===== config.mk =====
export PLATFORM = sky130hd
export DESIGN_NAME = conv_top
export DESIGN_NICKNAME = d
export VERILOG_FILES = /design/src/rtl/conv_pkg.sv /design/src/rtl/conv_regs.sv /design/src/rtl/dram_reader.sv /design/src/rtl/window_mac.sv /design/src/rtl/dram_writer.sv /design/src/rtl/conv_top.sv
export VERILOG_INCLUDE_DIRS = /design/src /design/src/rtl
export SDC_FILE = /design/constraint.sdc
export NUM_CORES = 2
export LEC_CHECK = 0
export BUFFER_PORTS_ARGS = -buffer_cell sky130_fd_sc_hd__buf_2
export CORE_MARGIN = 2
export CORE_UTILIZATION = 65
export CTS_CLUSTER_SIZE = 10
export DETAILED_ROUTE_END_ITERATION = 8
export GPL_TIMING_DRIVEN = 0
export PLACE_DENSITY = 0.82
export SLEW_MARGIN = 20
export SYNTH_ARGS = -nofsm -noshare
export SYNTH_HDL_FRONTEND = slang
export SYNTH_SLANG_ARGS = --single-unit

===== constraint.sdc =====
create_clock -name clk -period 35.1 [get_ports clk]
set_input_delay 8.775 -clock clk [delete_from_list [all_inputs] [get_ports clk]]
set_output_delay 8.775 -clock clk [all_outputs]
set_load 0.005 [all_outputs]

===== src/rtl/conv_cfg.svh =====
`ifndef CONV_CFG_SVH
`define CONV_CFG_SVH

// DRAM side
`define CONV_ADDR_W      32
`define CONV_BYTE_W      8
`define CONV_BURST_LEN   8   // Beats per burst and the address step

// Read latency from strobe to first beat
`define CONV_RD_LATENCY  4

// Kernel and window length of two bursts each
`define CONV_TAPS        16

// Width of the count of 8-window groups per run
`define CONV_GROUP_W     8

// Wide enough for 16 products of two signed bytes
`define CONV_ACC_W       20

`endif


===== src/rtl/conv_pkg.sv =====
`include "conv_cfg.svh"

package conv_pkg;

    typedef struct packed {
        logic [`CONV_ADDR_W-1:0]  src_base;
        logic [`CONV_ADDR_W-1:0]  dst_base;
        logic [`CONV_GROUP_W-1:0] num_groups;  // Run covers 8 windows per group
    } cfg_t;

    typedef struct packed {
        logic                     we;
        logic [1:0]               sel;         // 0 src, 1 dst, 2 groups
        logic [`CONV_ADDR_W-1:0]  wdata;
    } cfg_wr_t;

    typedef struct packed {
        logic                     stb;
        logic [`CONV_ADDR_W-1:0]  addr;
    } rd_req_t;

    typedef struct packed {
        logic                     cmd_stb;
        logic [`CONV_ADDR_W-1:0]  addr;
        logic                     beat_stb;
        logic [`CONV_BYTE_W-1:0]  data;
    } wr_req_t;

    typedef enum logic [1:0] {
        BEAT_NONE,
        BEAT_KERNEL,
        BEAT_DATA
    } beat_kind_e;

    typedef struct packed {
        beat_kind_e               kind;
        logic signed [`CONV_BYTE_W-1:0] data;
    } byte_beat_t;

    typedef struct packed {
        logic                     valid;
        logic signed [`CONV_BYTE_W-1:0] data;
    } mac_result_t;

endpackage


===== src/rtl/conv_regs.sv =====
`timescale 1ns/1ps
`include "conv_cfg.svh"

module conv_regs
    import conv_pkg::*;
(
    input  logic    clk,
    input  logic    rst_n,
    input  cfg_wr_t i_cfg,
    input  logic    i_busy,
    output cfg_t    o_cfg
);

    cfg_t cfg_q;

    // Writes only land between runs
    always_ff @(posedge clk or negedge rst_n) begin
        if (!rst_n) begin
            cfg_q <= '0;
        end else if (i_cfg.we && !i_busy) begin
            case (i_cfg.sel)
                2'd0: begin
                    cfg_q.src_base <= i_cfg.wdata;
                end
                2'd1: begin
                    cfg_q.dst_base <= i_cfg.wdata;
                end
                2'd2: begin
                    cfg_q.num_groups <= i_cfg.wdata[`CONV_GROUP_W-1:0];
                end
                default: begin
                    cfg_q <= cfg_q;  // Sel 3 unused
                end
            endcase
        end
    end

    assign o_cfg = cfg_q;

    // A run with no groups would never signal done
    a_groups_nonzero: assert property (
        @(posedge clk) disable iff (!rst_n)
        $rose(i_busy) |-> (o_cfg.num_groups != '0)
    );

endmodule


===== src/rtl/dram_reader.sv =====
`timescale 1ns/1ps
`include "conv_cfg.svh"

module dram_reader
    import conv_pkg::*;
(
    input  logic                    clk,
    input  logic                    rst_n,
    input  logic                    i_start,
    input  cfg_t                    i_cfg,
    input  logic [`CONV_BYTE_W-1:0] i_rd_data,
    input  logic                    i_done,
    output logic                    o_ready,
    output logic                    o_busy,
    output rd_req_t                 o_rd,
    output byte_beat_t              o_beat
);

    logic                           busy;
    logic                           in_burst;   // One burst outstanding
    logic                           rd_stb;
    logic [3:0]                     cnt;        // Cycles since the strobe
    logic [`CONV_GROUP_W+3:0]       burst_idx;
    logic [`CONV_GROUP_W+3:0]       total_bursts;
    logic [`CONV_ADDR_W-1:0]        rd_addr;
    logic                           start_ok;
    logic                           beat_vld;
    logic                           last_beat;
    logic                           more;
    beat_kind_e                     beat_kind;
    logic signed [`CONV_BYTE_W-1:0] beat_data;

    assign start_ok  = i_start && !busy;
    // Two kernel bursts, then 16 data bursts per group
    assign total_bursts = {i_cfg.num_groups, 4'b0000} + (`CONV_TAPS / `CONV_BURST_LEN);
    assign beat_vld  = in_burst && (cnt >= `CONV_RD_LATENCY);
    assign last_beat = in_burst && (cnt == `CONV_RD_LATENCY + `CONV_BURST_LEN - 1);
    assign more      = (burst_idx + 1'b1) < total_bursts;

    always_ff @(posedge clk or negedge rst_n) begin
        if (!rst_n) begin
            busy      <= 1'b0;
            in_burst  <= 1'b0;
            rd_stb    <= 1'b0;
            cnt       <= '0;
            burst_idx <= '0;
            beat_kind <= BEAT_NONE;
        end else begin
            if (start_ok) begin
                busy      <= 1'b1;
                in_burst  <= 1'b1;
                rd_stb    <= 1'b1;
                cnt       <= '0;
                burst_idx <= '0;
            end else begin
                rd_stb <= 1'b0;
                if (last_beat) begin
                    cnt <= '0;
                    if (more) begin
                        burst_idx <= burst_idx + 1'b1;
                        rd_stb    <= 1'b1;  // Back to back with the last beat
                    end else begin
                        in_burst <= 1'b0;
                    end
                end else if (in_burst) begin
                    cnt <= cnt + 1'b1;
                end
                if (i_done) begin
                    busy <= 1'b0;
                end
            end

            if (!beat_vld) begin
                beat_kind <= BEAT_NONE;
            end else if (burst_idx < (`CONV_TAPS / `CONV_BURST_LEN)) begin
                beat_kind <= BEAT_KERNEL;
            end else begin
                beat_kind <= BEAT_DATA;
            end
        end
    end

    always_ff @(posedge clk) begin
        beat_data <= i_rd_data;
        if (start_ok) begin
            rd_addr <= i_cfg.src_base;
        end else if (last_beat && more) begin
            rd_addr <= rd_addr + `CONV_BURST_LEN;
        end
    end

    assign o_busy  = busy;
    assign o_ready = !busy;
    assign o_rd    = '{stb: rd_stb, addr: rd_addr};
    assign o_beat  = '{kind: beat_kind, data: beat_data};

    // DRAM port takes a single outstanding burst
    a_one_burst: assert property (
        @(posedge clk) disable iff (!rst_n)
        o_rd.stb |=> (!o_rd.stb) [*(`CONV_RD_LATENCY + `CONV_BURST_LEN - 1)]
    );

endmodule


===== src/rtl/window_mac.sv =====
`timescale 1ns/1ps
`include "conv_cfg.svh"

module window_mac
    import conv_pkg::*;
(
    input  logic        clk,
    input  logic        rst_n,
    input  byte_beat_t  i_beat,
    output mac_result_t o_result
);

    logic signed [`CONV_BYTE_W-1:0]   kern    [`CONV_TAPS];
    logic signed [`CONV_BYTE_W-1:0]   win     [`CONV_TAPS];
    logic signed [`CONV_BYTE_W-1:0]   win_nxt [`CONV_TAPS];
    logic [3:0]                       data_cnt;
    logic                             launch;

    logic signed [`CONV_BYTE_W+3:0]   pp1     [`CONV_TAPS];  // Low nibble times kernel
    logic signed [`CONV_BYTE_W-5:0]   hi1     [`CONV_TAPS];
    logic signed [`CONV_BYTE_W-1:0]   k1      [`CONV_TAPS];
    logic signed [2*`CONV_BYTE_W-1:0] prod2   [`CONV_TAPS];
    logic signed [`CONV_ACC_W-1:0]    row3    [4];
    logic signed [`CONV_ACC_W-1:0]    sum4;
    logic signed [`CONV_BYTE_W-1:0]   sat;
    logic                             v1;
    logic                             v2;
    logic                             v3;
    logic                             v4;

    // Window as it will be after this beat
    always_comb begin
        for (int i = 0; i < `CONV_TAPS - 1; i++) begin
            win_nxt[i] = win[i+1];
        end
        win_nxt[`CONV_TAPS-1] = i_beat.data;
    end

    assign launch = (i_beat.kind == BEAT_DATA) && (&data_cnt);

    always_ff @(posedge clk or negedge rst_n) begin
        if (!rst_n) begin
            for (int i = 0; i < `CONV_TAPS; i++) begin
                kern[i] <= '0;
                win[i]  <= '0;
            end
            data_cnt <= '0;
            v1 <= 1'b0;
            v2 <= 1'b0;
            v3 <= 1'b0;
            v4 <= 1'b0;
        end else begin
            if (i_beat.kind == BEAT_KERNEL) begin
                for (int i = 0; i < `CONV_TAPS - 1; i++) begin
                    kern[i] <= kern[i+1];
                end
                kern[`CONV_TAPS-1] <= i_beat.data;
            end
            if (i_beat.kind == BEAT_DATA) begin
                win      <= win_nxt;
                data_cnt <= data_cnt + 1'b1;  // Wraps at end of window
            end
            v1 <= launch;
            v2 <= v1;
            v3 <= v2;
            v4 <= v3;
        end
    end

    always_ff @(posedge clk) begin
        if (launch) begin
            for (int i = 0; i < `CONV_TAPS; i++) begin
                pp1[i] <= $signed({1'b0, win_nxt[i][3:0]}) * kern[i];
                hi1[i] <= win_nxt[i][`CONV_BYTE_W-1:4];
                k1[i]  <= kern[i];
            end
        end
        if (v1) begin
            for (int i = 0; i < `CONV_TAPS; i++) begin
                prod2[i] <= pp1[i] + ((hi1[i] * k1[i]) <<< 4);
            end
        end
        if (v2) begin
            for (int r = 0; r < 4; r++) begin
                row3[r] <= (prod2[4*r] + prod2[4*r+1]) + (prod2[4*r+2] + prod2[4*r+3]);
            end
        end
        if (v3) begin
            sum4 <= (row3[0] + row3[1]) + (row3[2] + row3[3]);
        end
    end

    // Clamp to a signed byte
    always_comb begin
        if (sum4 > 127) begin
            sat = 8'sd127;
        end else if (sum4 < -128) begin
            sat = -8'sd128;
        end else begin
            sat = sum4[`CONV_BYTE_W-1:0];
        end
    end

    assign o_result = '{valid: v4, data: sat};

    // Kernel bursts only come before the first window
    a_kernel_between_windows: assert property (
        @(posedge clk) disable iff (!rst_n)
        (i_beat.kind == BEAT_KERNEL) |-> (data_cnt == '0)
    );

endmodule


===== src/rtl/dram_writer.sv =====
`timescale 1ns/1ps
`include "conv_cfg.svh"

module dram_writer
    import conv_pkg::*;
(
    input  logic        clk,
    input  logic        rst_n,
    input  cfg_t        i_cfg,
    input  mac_result_t i_result,
    output wr_req_t     o_wr,
    output logic        o_done
);

    logic signed [`CONV_BYTE_W-1:0] col_buf [`CONV_BURST_LEN];
    logic signed [`CONV_BYTE_W-1:0] out_sr  [`CONV_BURST_LEN];
    logic [2:0]                     res_cnt;
    logic [2:0]                     beat_idx;
    logic [`CONV_GROUP_W-1:0]       grp;
    logic [`CONV_ADDR_W-1:0]        wr_addr;
    logic                           cmd_stb;
    logic                           beat_stb;
    logic                           last_grp;
    logic                           done_q;
    logic                           group_full;
    logic                           is_last_grp;

    assign group_full  = i_result.valid && (&res_cnt);
    assign is_last_grp = (grp == i_cfg.num_groups - 1'b1);

    always_ff @(posedge clk or negedge rst_n) begin
        if (!rst_n) begin
            cmd_stb  <= 1'b0;
            beat_stb <= 1'b0;
            done_q   <= 1'b0;
            res_cnt  <= '0;
            beat_idx <= '0;
            grp      <= '0;
            last_grp <= 1'b0;
        end else begin
            cmd_stb  <= group_full;
            beat_stb <= cmd_stb || (beat_stb && !(&beat_idx));
            done_q   <= beat_stb && (&beat_idx) && last_grp;  // After final beat
            if (i_result.valid) begin
                res_cnt <= res_cnt + 1'b1;
            end
            if (beat_stb) begin
                beat_idx <= beat_idx + 1'b1;
            end
            if (group_full) begin
                last_grp <= is_last_grp;
                grp      <= is_last_grp ? '0 : grp + 1'b1;
            end
        end
    end

    always_ff @(posedge clk) begin
        if (i_result.valid) begin
            col_buf[res_cnt] <= i_result.data;
        end
        if (group_full) begin
            for (int i = 0; i < `CONV_BURST_LEN - 1; i++) begin
                out_sr[i] <= col_buf[i];
            end
            out_sr[`CONV_BURST_LEN-1] <= i_result.data;
            wr_addr <= i_cfg.dst_base + {{(`CONV_ADDR_W-`CONV_GROUP_W-3){1'b0}}, grp, 3'b000};
        end else if (beat_stb) begin
            for (int i = 0; i < `CONV_BURST_LEN - 1; i++) begin
                out_sr[i] <= out_sr[i+1];
            end
        end
    end

    assign o_wr   = '{cmd_stb: cmd_stb, addr: wr_addr, beat_stb: beat_stb, data: out_sr[0]};
    assign o_done = done_q;

    // Burst must drain before the next result shows up
    a_no_overrun: assert property (
        @(posedge clk) disable iff (!rst_n)
        i_result.valid |-> !(cmd_stb || beat_stb)
    );

endmodule


===== src/rtl/conv_top.sv =====
`timescale 1ns/1ps
`include "conv_cfg.svh"

module conv_top (
    input  logic                    clk,
    input  logic                    rst_n,
    input  conv_pkg::cfg_wr_t       i_cfg,
    input  logic                    i_start,
    output logic                    o_ready,
    output conv_pkg::rd_req_t       o_rd,
    input  logic [`CONV_BYTE_W-1:0] i_rd_data,
    output conv_pkg::wr_req_t       o_wr
);

    conv_pkg::cfg_t        cfg;
    logic                  busy;
    logic                  done;
    conv_pkg::byte_beat_t  beat;
    conv_pkg::mac_result_t result;

    conv_regs u_regs (
        .clk       (clk),
        .rst_n     (rst_n),
        .i_cfg     (i_cfg),
        .i_busy    (busy),
        .o_cfg     (cfg)
    );

    dram_reader u_reader (
        .clk       (clk),
        .rst_n     (rst_n),
        .i_start   (i_start),
        .i_cfg     (cfg),
        .i_rd_data (i_rd_data),
        .i_done    (done),
        .o_ready   (o_ready),
        .o_busy    (busy),
        .o_rd      (o_rd),
        .o_beat    (beat)
    );

    window_mac u_mac (
        .clk       (clk),
        .rst_n     (rst_n),
        .i_beat    (beat),
        .o_result  (result)
    );

    dram_writer u_writer (
        .clk       (clk),
        .rst_n     (rst_n),
        .i_cfg     (cfg),
        .i_result  (result),
        .o_wr      (o_wr),
        .o_done    (done)
    );

endmodule


# Word-level counts from Yosys, hierarchy flattened
# Memory sizes are Yosys's and may differ from the RTL's.
# Cells that the tools add are included.
[word_totals]
regBits = 459
ram_bits = 848
word_cells = 223
memories = 7
[op_classes]
addsub = 41
n_mul = 32
order_cmp = 5
n_eq_ne = 7
mux = 41
bitwise = 7
n_reduce_logical = 27
[mem_list]
columns = ["name", "words", "width", "rd", "rd_ports_with_merged_regs", "wr", "line_no", "text"]
rows = [
  ["u_mac.prod2", 16, 16, 16, 0, 16, "window_mac.sv:22", "logic signed [2*`CONV_BYTE_W-1:0] prod2 [`CONV_TAPS];"],
  ["u_mac.pp1", 16, 12, 16, 0, 16, "window_mac.sv:19", "logic signed [`CONV_BYTE_W+3:0] pp1 [`CONV_TAPS];"],
  ["u_mac.k1", 16, 8, 16, 0, 16, "window_mac.sv:21", "logic signed [`CONV_BYTE_W-1:0] k1 [`CONV_TAPS];"],
  ["u_mac.row3", 4, 20, 4, 0, 4, "window_mac.sv:23", "logic signed [`CONV_ACC_W-1:0] row3 [4];"],
  ["u_mac.hi1", 16, 4, 16, 0, 16, "window_mac.sv:20", "logic signed [`CONV_BYTE_W-5:0] hi1 [`CONV_TAPS];"],
  ["u_writer.col_buf", 8, 8, 7, 0, 1, "dram_writer.sv:15", "logic signed [`CONV_BYTE_W-1:0] col_buf [`CONV_BURST_LEN];"],
  ["1 more memories", "-", "-", "-", "-", "-", "-", ""],
]
[op_table]
columns = ["op", "count"]
rows = [
  ["adder 12 x 16 -> 16 bit", 16],
  ["multiplier 4 x 8 -> 12 bit", 16],
  ["multiplier 5 x 8 -> 12 bit", 16],
  ["adder 20 bit", 7],
  ["adder 16 x 16 -> 17 bit", 8],
  ["2-to-1 mux 8 bit", 10],
  ["2-to-1 mux 32 bit", 2],
  ["2-to-1 mux 12 bit", 3],
  ["adder 32 x 11 -> 32 bit", 1],
  ["adder 32 x 4 -> 32 bit (second input constant)", 1],
  ["2-to-1 mux 1 bit", 21],
  ["> comparator 20 x 8 -> 1 bit (second input constant)", 1],
  ["less-than comparator 20 x 8 -> 1 bit (second input constant)", 1],
  ["adder 12 x 1 -> 12 bit (second input constant)", 1],
  ["adder 12 x 2 -> 12 bit (second input constant)", 1],
  ["less-than comparator 12 bit", 1],
  ["less-than comparator 12 x 2 -> 1 bit (second input constant)", 1],
  ["2-to-1 mux 4 bit", 3],
  ["logical AND 1 bit", 10],
  ["AND reduction 2 bit", 5],
  ["adder 4 x 1 -> 4 bit (second input constant)", 2],
  ["adder 8 x 1 -> 8 bit (second input constant)", 1],
  ["equality test 8 bit", 1],
  ["nonzero test 2 bit", 4],
  ["other kinds (15)", 27],
]

# Depth between registers and ports, before layout
[depth]
word_depth = 5
mapped_depth = 19
mapped_depth_nobuf = 19

# Hierarchy
# A second synthesis with hierarchy kept.
[unflattened]
hier_cells = 7920
area_unflattened_um2 = 93568.5
[by_module_without_submodules]
columns = ["module", "n_inst", "cells_per_inst", "area_each_um2"]
rows = [
  ["window_mac", 1, 6973, 80262.0],
  ["dram_writer", 1, 446, 7085.5],
  ["dram_reader", 1, 346, 3343.2],
  ["conv_regs", 1, 155, 2877.8],
]

# Worst setup path after synthesis
# No wires, ideal clock.
[synth_timing]
path_type = "flip-flop to flip-flop"
start = "reg u_reader.beat_kind[0]"
end = "reg u_mac.v1"
setup_ns = 1.795
arrival_time_ns = 16.977
required_time_ns = 33.305
slack_ns = 16.329
stages_incl_launch_ff = 6
path_buffers = 2
cell_sequence = "dfrtp_1 > nor2b_1 > clkbuf_1 > clkbuf_1 > nand2_1 > nor2_1"
[synth_between]
elab_chain_cells = 2
[synth_rtl]
columns = ["element", "line_no", "text"]
rows = [
  ["from (decl)", "dram_reader.sv:30", "beat_kind_e beat_kind;"],
  ["from (signal assigned)", "dram_reader.sv:47", "beat_kind <= BEAT_NONE;"],
  ["from (signal assigned)", "dram_reader.sv:74", "beat_kind <= BEAT_NONE;"],
  ["from (signal assigned)", "dram_reader.sv:76", "beat_kind <= BEAT_KERNEL;"],
  ["equality test 2 bit", "window_mac.sv:39", "assign launch = (i_beat.kind == BEAT_DATA) && (&data_cnt);"],
  ["logical AND 1 bit", "window_mac.sv:39", ""],
  ["via u_mac.launch", "window_mac.sv:17", "logic launch;"],
  ["to (signal assigned)", "window_mac.sv:63", "v1 <= launch;"],
  ["to (decl)", "window_mac.sv:26", "logic v1;"],
]
# The timed path passes the listed nets, and every way through them passes these cells.
# A chain may end at the register's enable or synchronous reset.

# Worst setup path in the final report
[layout_timing]
start = "reg u_reader.rd_addr[9]"
end = "out o_rd[9] in the netlist's numbering"
[layout_rtl]
columns = ["element", "line_no", "text"]
rows = [
  ["from (decl)", "dram_reader.sv:25", "logic [`CONV_ADDR_W-1:0] rd_addr;"],
  ["from (signal assigned)", "dram_reader.sv:86", "rd_addr <= i_cfg.src_base;"],
  ["from (signal assigned)", "dram_reader.sv:88", "rd_addr <= rd_addr + `CONV_BURST_LEN;"],
  ["to (decl)", "conv_top.sv:10", "output conv_pkg::rd_req_t o_rd,"],
]
# No word-level cell between the ends.

==> impl_metrics.yaml <==
outcome:
  outcome: "finished, final reports clean"
critical_path:
  crit_slowest_cell: "edfxtp_1"
  cpPeakStageDelay_ns: 0.50
  cp.required_ns: 26.32
  cp.buffers_inverters: 1
  cp.arrival_ns: 1.51
  rrSetupSlack_ns: 30.07
  crit_end: "o_rd[9]"
  end_kind: "primary output"
  worstSetupStartpoint: "u_reader.rd_addr[9]$_DFFE_PP_"
  worst-path-stages: 1
  timing.rr.start: "u_mac.hi1[0][31]$_DFFE_PP_"
  path_cells: "buf_2"
  path_max_fanout: 6
  crit_family: "flip-flops"
  reg2reg_to: "u_mac.prod2[0][127]$_DFFE_PP_"
  critPathLaunchType: "flop"
  rr_worst_depth: 18
  crit_type: "flop to primary output"
final_layout:
  area_delta_synth_final_pct: 8.987
  nets: 10660
  ff_latch_area_um2: 37100
  final_cell_mix: "ha_1, edfxtp_1, nand2_1, inv_1, and2_1"
  final_common_cell: "ha_1"
  drive_above_1_share: 0.07719
  num-fill-cells: 9775
  final_core_util: 0.7155
  multi_input_area_um2: 55230
synthesis:
  synthCells: 8620
  async_flop_share: 0.2825
  yosys_warnings: 0
  synth_edf_count: 924
  ys_seq_area_frac: 0.3872
  avgSynthCellArea_um2: 11.11
  syn-num-nets: 10350
  ys_seq_elements: 1299
  synth_cell_type_count: 77
  syn_area_um2: 95790
  yosys_most_used_dff: "edfxtp_1"
clock_tree:
  cts_tree: "built"
  clk-insertion-delay-late_ns: 0.82
  cts_sinks: 1299
  clk_pin_slew_ns: 0.05
  cts_buffer_depth: 3
  cts_setup_buffers: 0
  cts_resized: 0
  clockRootBuffer: "clkbuf_16"
  hold_buffers: 0
  cts_made_buffers: 155
  cts_htree_levels: 4
route:
  drt_iter0_drc: 3889
  first_pass_iters: 6
  avgRoutedWirePerCell_um: 18.75
  vias: 63350
  vias_per_cell: 5.769
  drc: 0
  postRouteWirelength_mm: 205.9
  ant_nets: 0
die:
  num_rows: 140
  die_h_um: 387.9
  io_pins: 122
  die-area_um2: 150500
  core_um2: 145900
  start_util: 0.6565
  die_x_um: 387.9
sta:
  fmax_mhz: 97.23
  maxSlewHeadroom: 0.2220
  rsz0062_at_grt: "false"
  setup_tns_ns: 0
  hold_viol_final: 0
  fin_ws_ns: 24.82
  slew_violations: 0
  fin_skew_ns: 0.05721
  finalSetupViolCount: 0
  finalCriticalPeriod_ns: 10.28
  finalCritPeriodShare: 0.2930
  worst_pin_slew_ns: 1.167
grt:
  gr-usage-met1: 0.3627
  track_usage: 0.2782
  gr-usage-met3: 0.03739
  met2_usage: 0.4723
  antenna_found_initial: 12
  gr-max-usage-layer: "met2"
  grt-ovfl-total: 0
  grt_max_degree: 93
  grt_pass1_wl_mm: 335.7
  grt_pass1_vias: 64970
pwr:
  powerDensity_nw_per_um2: 30.40
  leakage_nw: 46.44
  ir_drop_v: 0.00004381
  finalPower_mw: 3.174
hold_path:
  hold_path_class: "flop to flop"
placed_design:
  hpwl_mm: 158.5
  gp_congestion: 0.8949
  portBuffers: 121
  dp_slack_ns: 24.41
run:
  drv_cap: 0
==> flip-flops by register name, summed over array words and instances, names as in the netlist, 2 cells and up <==
register            cells
u_writer.beat_idx       3
u_mac.k1              128
u_reader.burst_idx     12
u_reader.rd_addr       32
u_reader.cnt            4
u_mac.pp1             192
u_reader.beat_data      8
u_reader.beat_kind      2
u_regs.o_cfg           72
u_mac.row3             80
u_writer.res_cnt        3
u_writer.wr_addr       32
u_writer.grp            8
u_mac.sum4             20
u_writer.out_sr        64
u_mac.win             120
u_mac.prod2           256
u_mac.data_cnt          4
u_mac.hi1              64
u_writer.col_buf       56
u_mac.kern            128
==> metrics by stage <==
stage	hold WS (ns)	std cells	area [um2]
global placement	0.4013	10660	98800
detailed placement	0.4045	10690	99530
CTS	0.3729	10970	104400
floorplan	0.3996	8620	95790
global route	0.3876	10980	104400
finish	0.3756	10980	104400
==> per-layer routing <==
| metal | routed length, um | share of wire |
|---|---|---|
| met4 | 8436 | 0.041 |
| met1 | 87060 | 0.42 |
| met5 | 13 | 0.000063 |
| met3 | 10250 | 0.050 |
| met2 | 100200 | 0.49 |
==> how the worst min path moves through the flow <==
stage	from	endpoint	slack (ns)	cells after the start
after global routing	u_mac.pp1[1][14]$_DFFE_PP_	u_mac.prod2[1][18]$_DFFE_PP_	0.39	0
after detailed placement	u_mac.pp1[0][85]$_DFFE_PP_	u_mac.prod2[0][113]$_DFFE_PP_	0.40	0
final	u_mac.pp1[0][75]$_DFFE_PP_	u_mac.prod2[0][99]$_DFFE_PP_	0.38	0
after CTS	u_mac.pp1[0][75]$_DFFE_PP_	u_mac.prod2[0][99]$_DFFE_PP_	0.37	0
after global placement	u_mac.pp1[0][24]$_DFFE_PP_	u_mac.prod2[0][32]$_DFFE_PP_	0.40	0
after floorplan	u_writer.o_done$_DFF_PN0_	u_reader.o_busy$_DFFE_PN0P_	0.40	1
==> layout make-up <==
class,instances,area share
multi-input cells,6406,0.5290
flip-flops and latches,1299,0.3553
inverters,796,0.02862
clock buffers,255,0.04123
well taps,1917,0.02297
repair buffers,150,0.01246
plain buffers,119,0.004962
diodes,8,0.0001918
clock inverters,30,0.005177
==> power breakdown <==
group / switching (mW) / leakage (nW) / internal, mW / total (mW)
registers: 0.00262 / 12.8 / 1.63 / 1.63
logic: 0.0130 / 31.4 / 0.00594 / 0.0190
clock network: 0.657 / 2.29 / 0.864 / 1.52
==> logic make-up after synthesis <==
kind of cell,share of synthesized area
DFF,0.3872
muxes,0.03013
adders and majority gates,0.2666
AOI/OAI and AO/OA,0.07693
xor gates and xnor gates,0.07269
and+or+nand+nor,0.1300
buffers and inverters,0.03649
==> Yosys cell counts (all sizes together), types with 48 or more instances <==
master | count | area [um2]
a21o | 137 | 1028
a21oi | 323 | 1744
and2 | 710 | 4442
clkbuf | 94 | 354.1
dfrtp | 367 | 9184
edfxtp | 924 | 27750
fa | 595 | 11910
ha | 1089 | 13630
inv | 779 | 2924
mux2 | 251 | 2826
nand2 | 782 | 2935
nand2b | 73 | 456.7
nand3 | 53 | 265.3
nor2 | 485 | 1823
nor2b | 151 | 944.7
nor3 | 97 | 490.5
o21a | 97 | 728.2
o21ai | 338 | 1692
o21bai | 48 | 360.4
xnor2 | 585 | 5124
xor2 | 210 | 1839
Note: power is estimated with default switching activity, not from simulation.
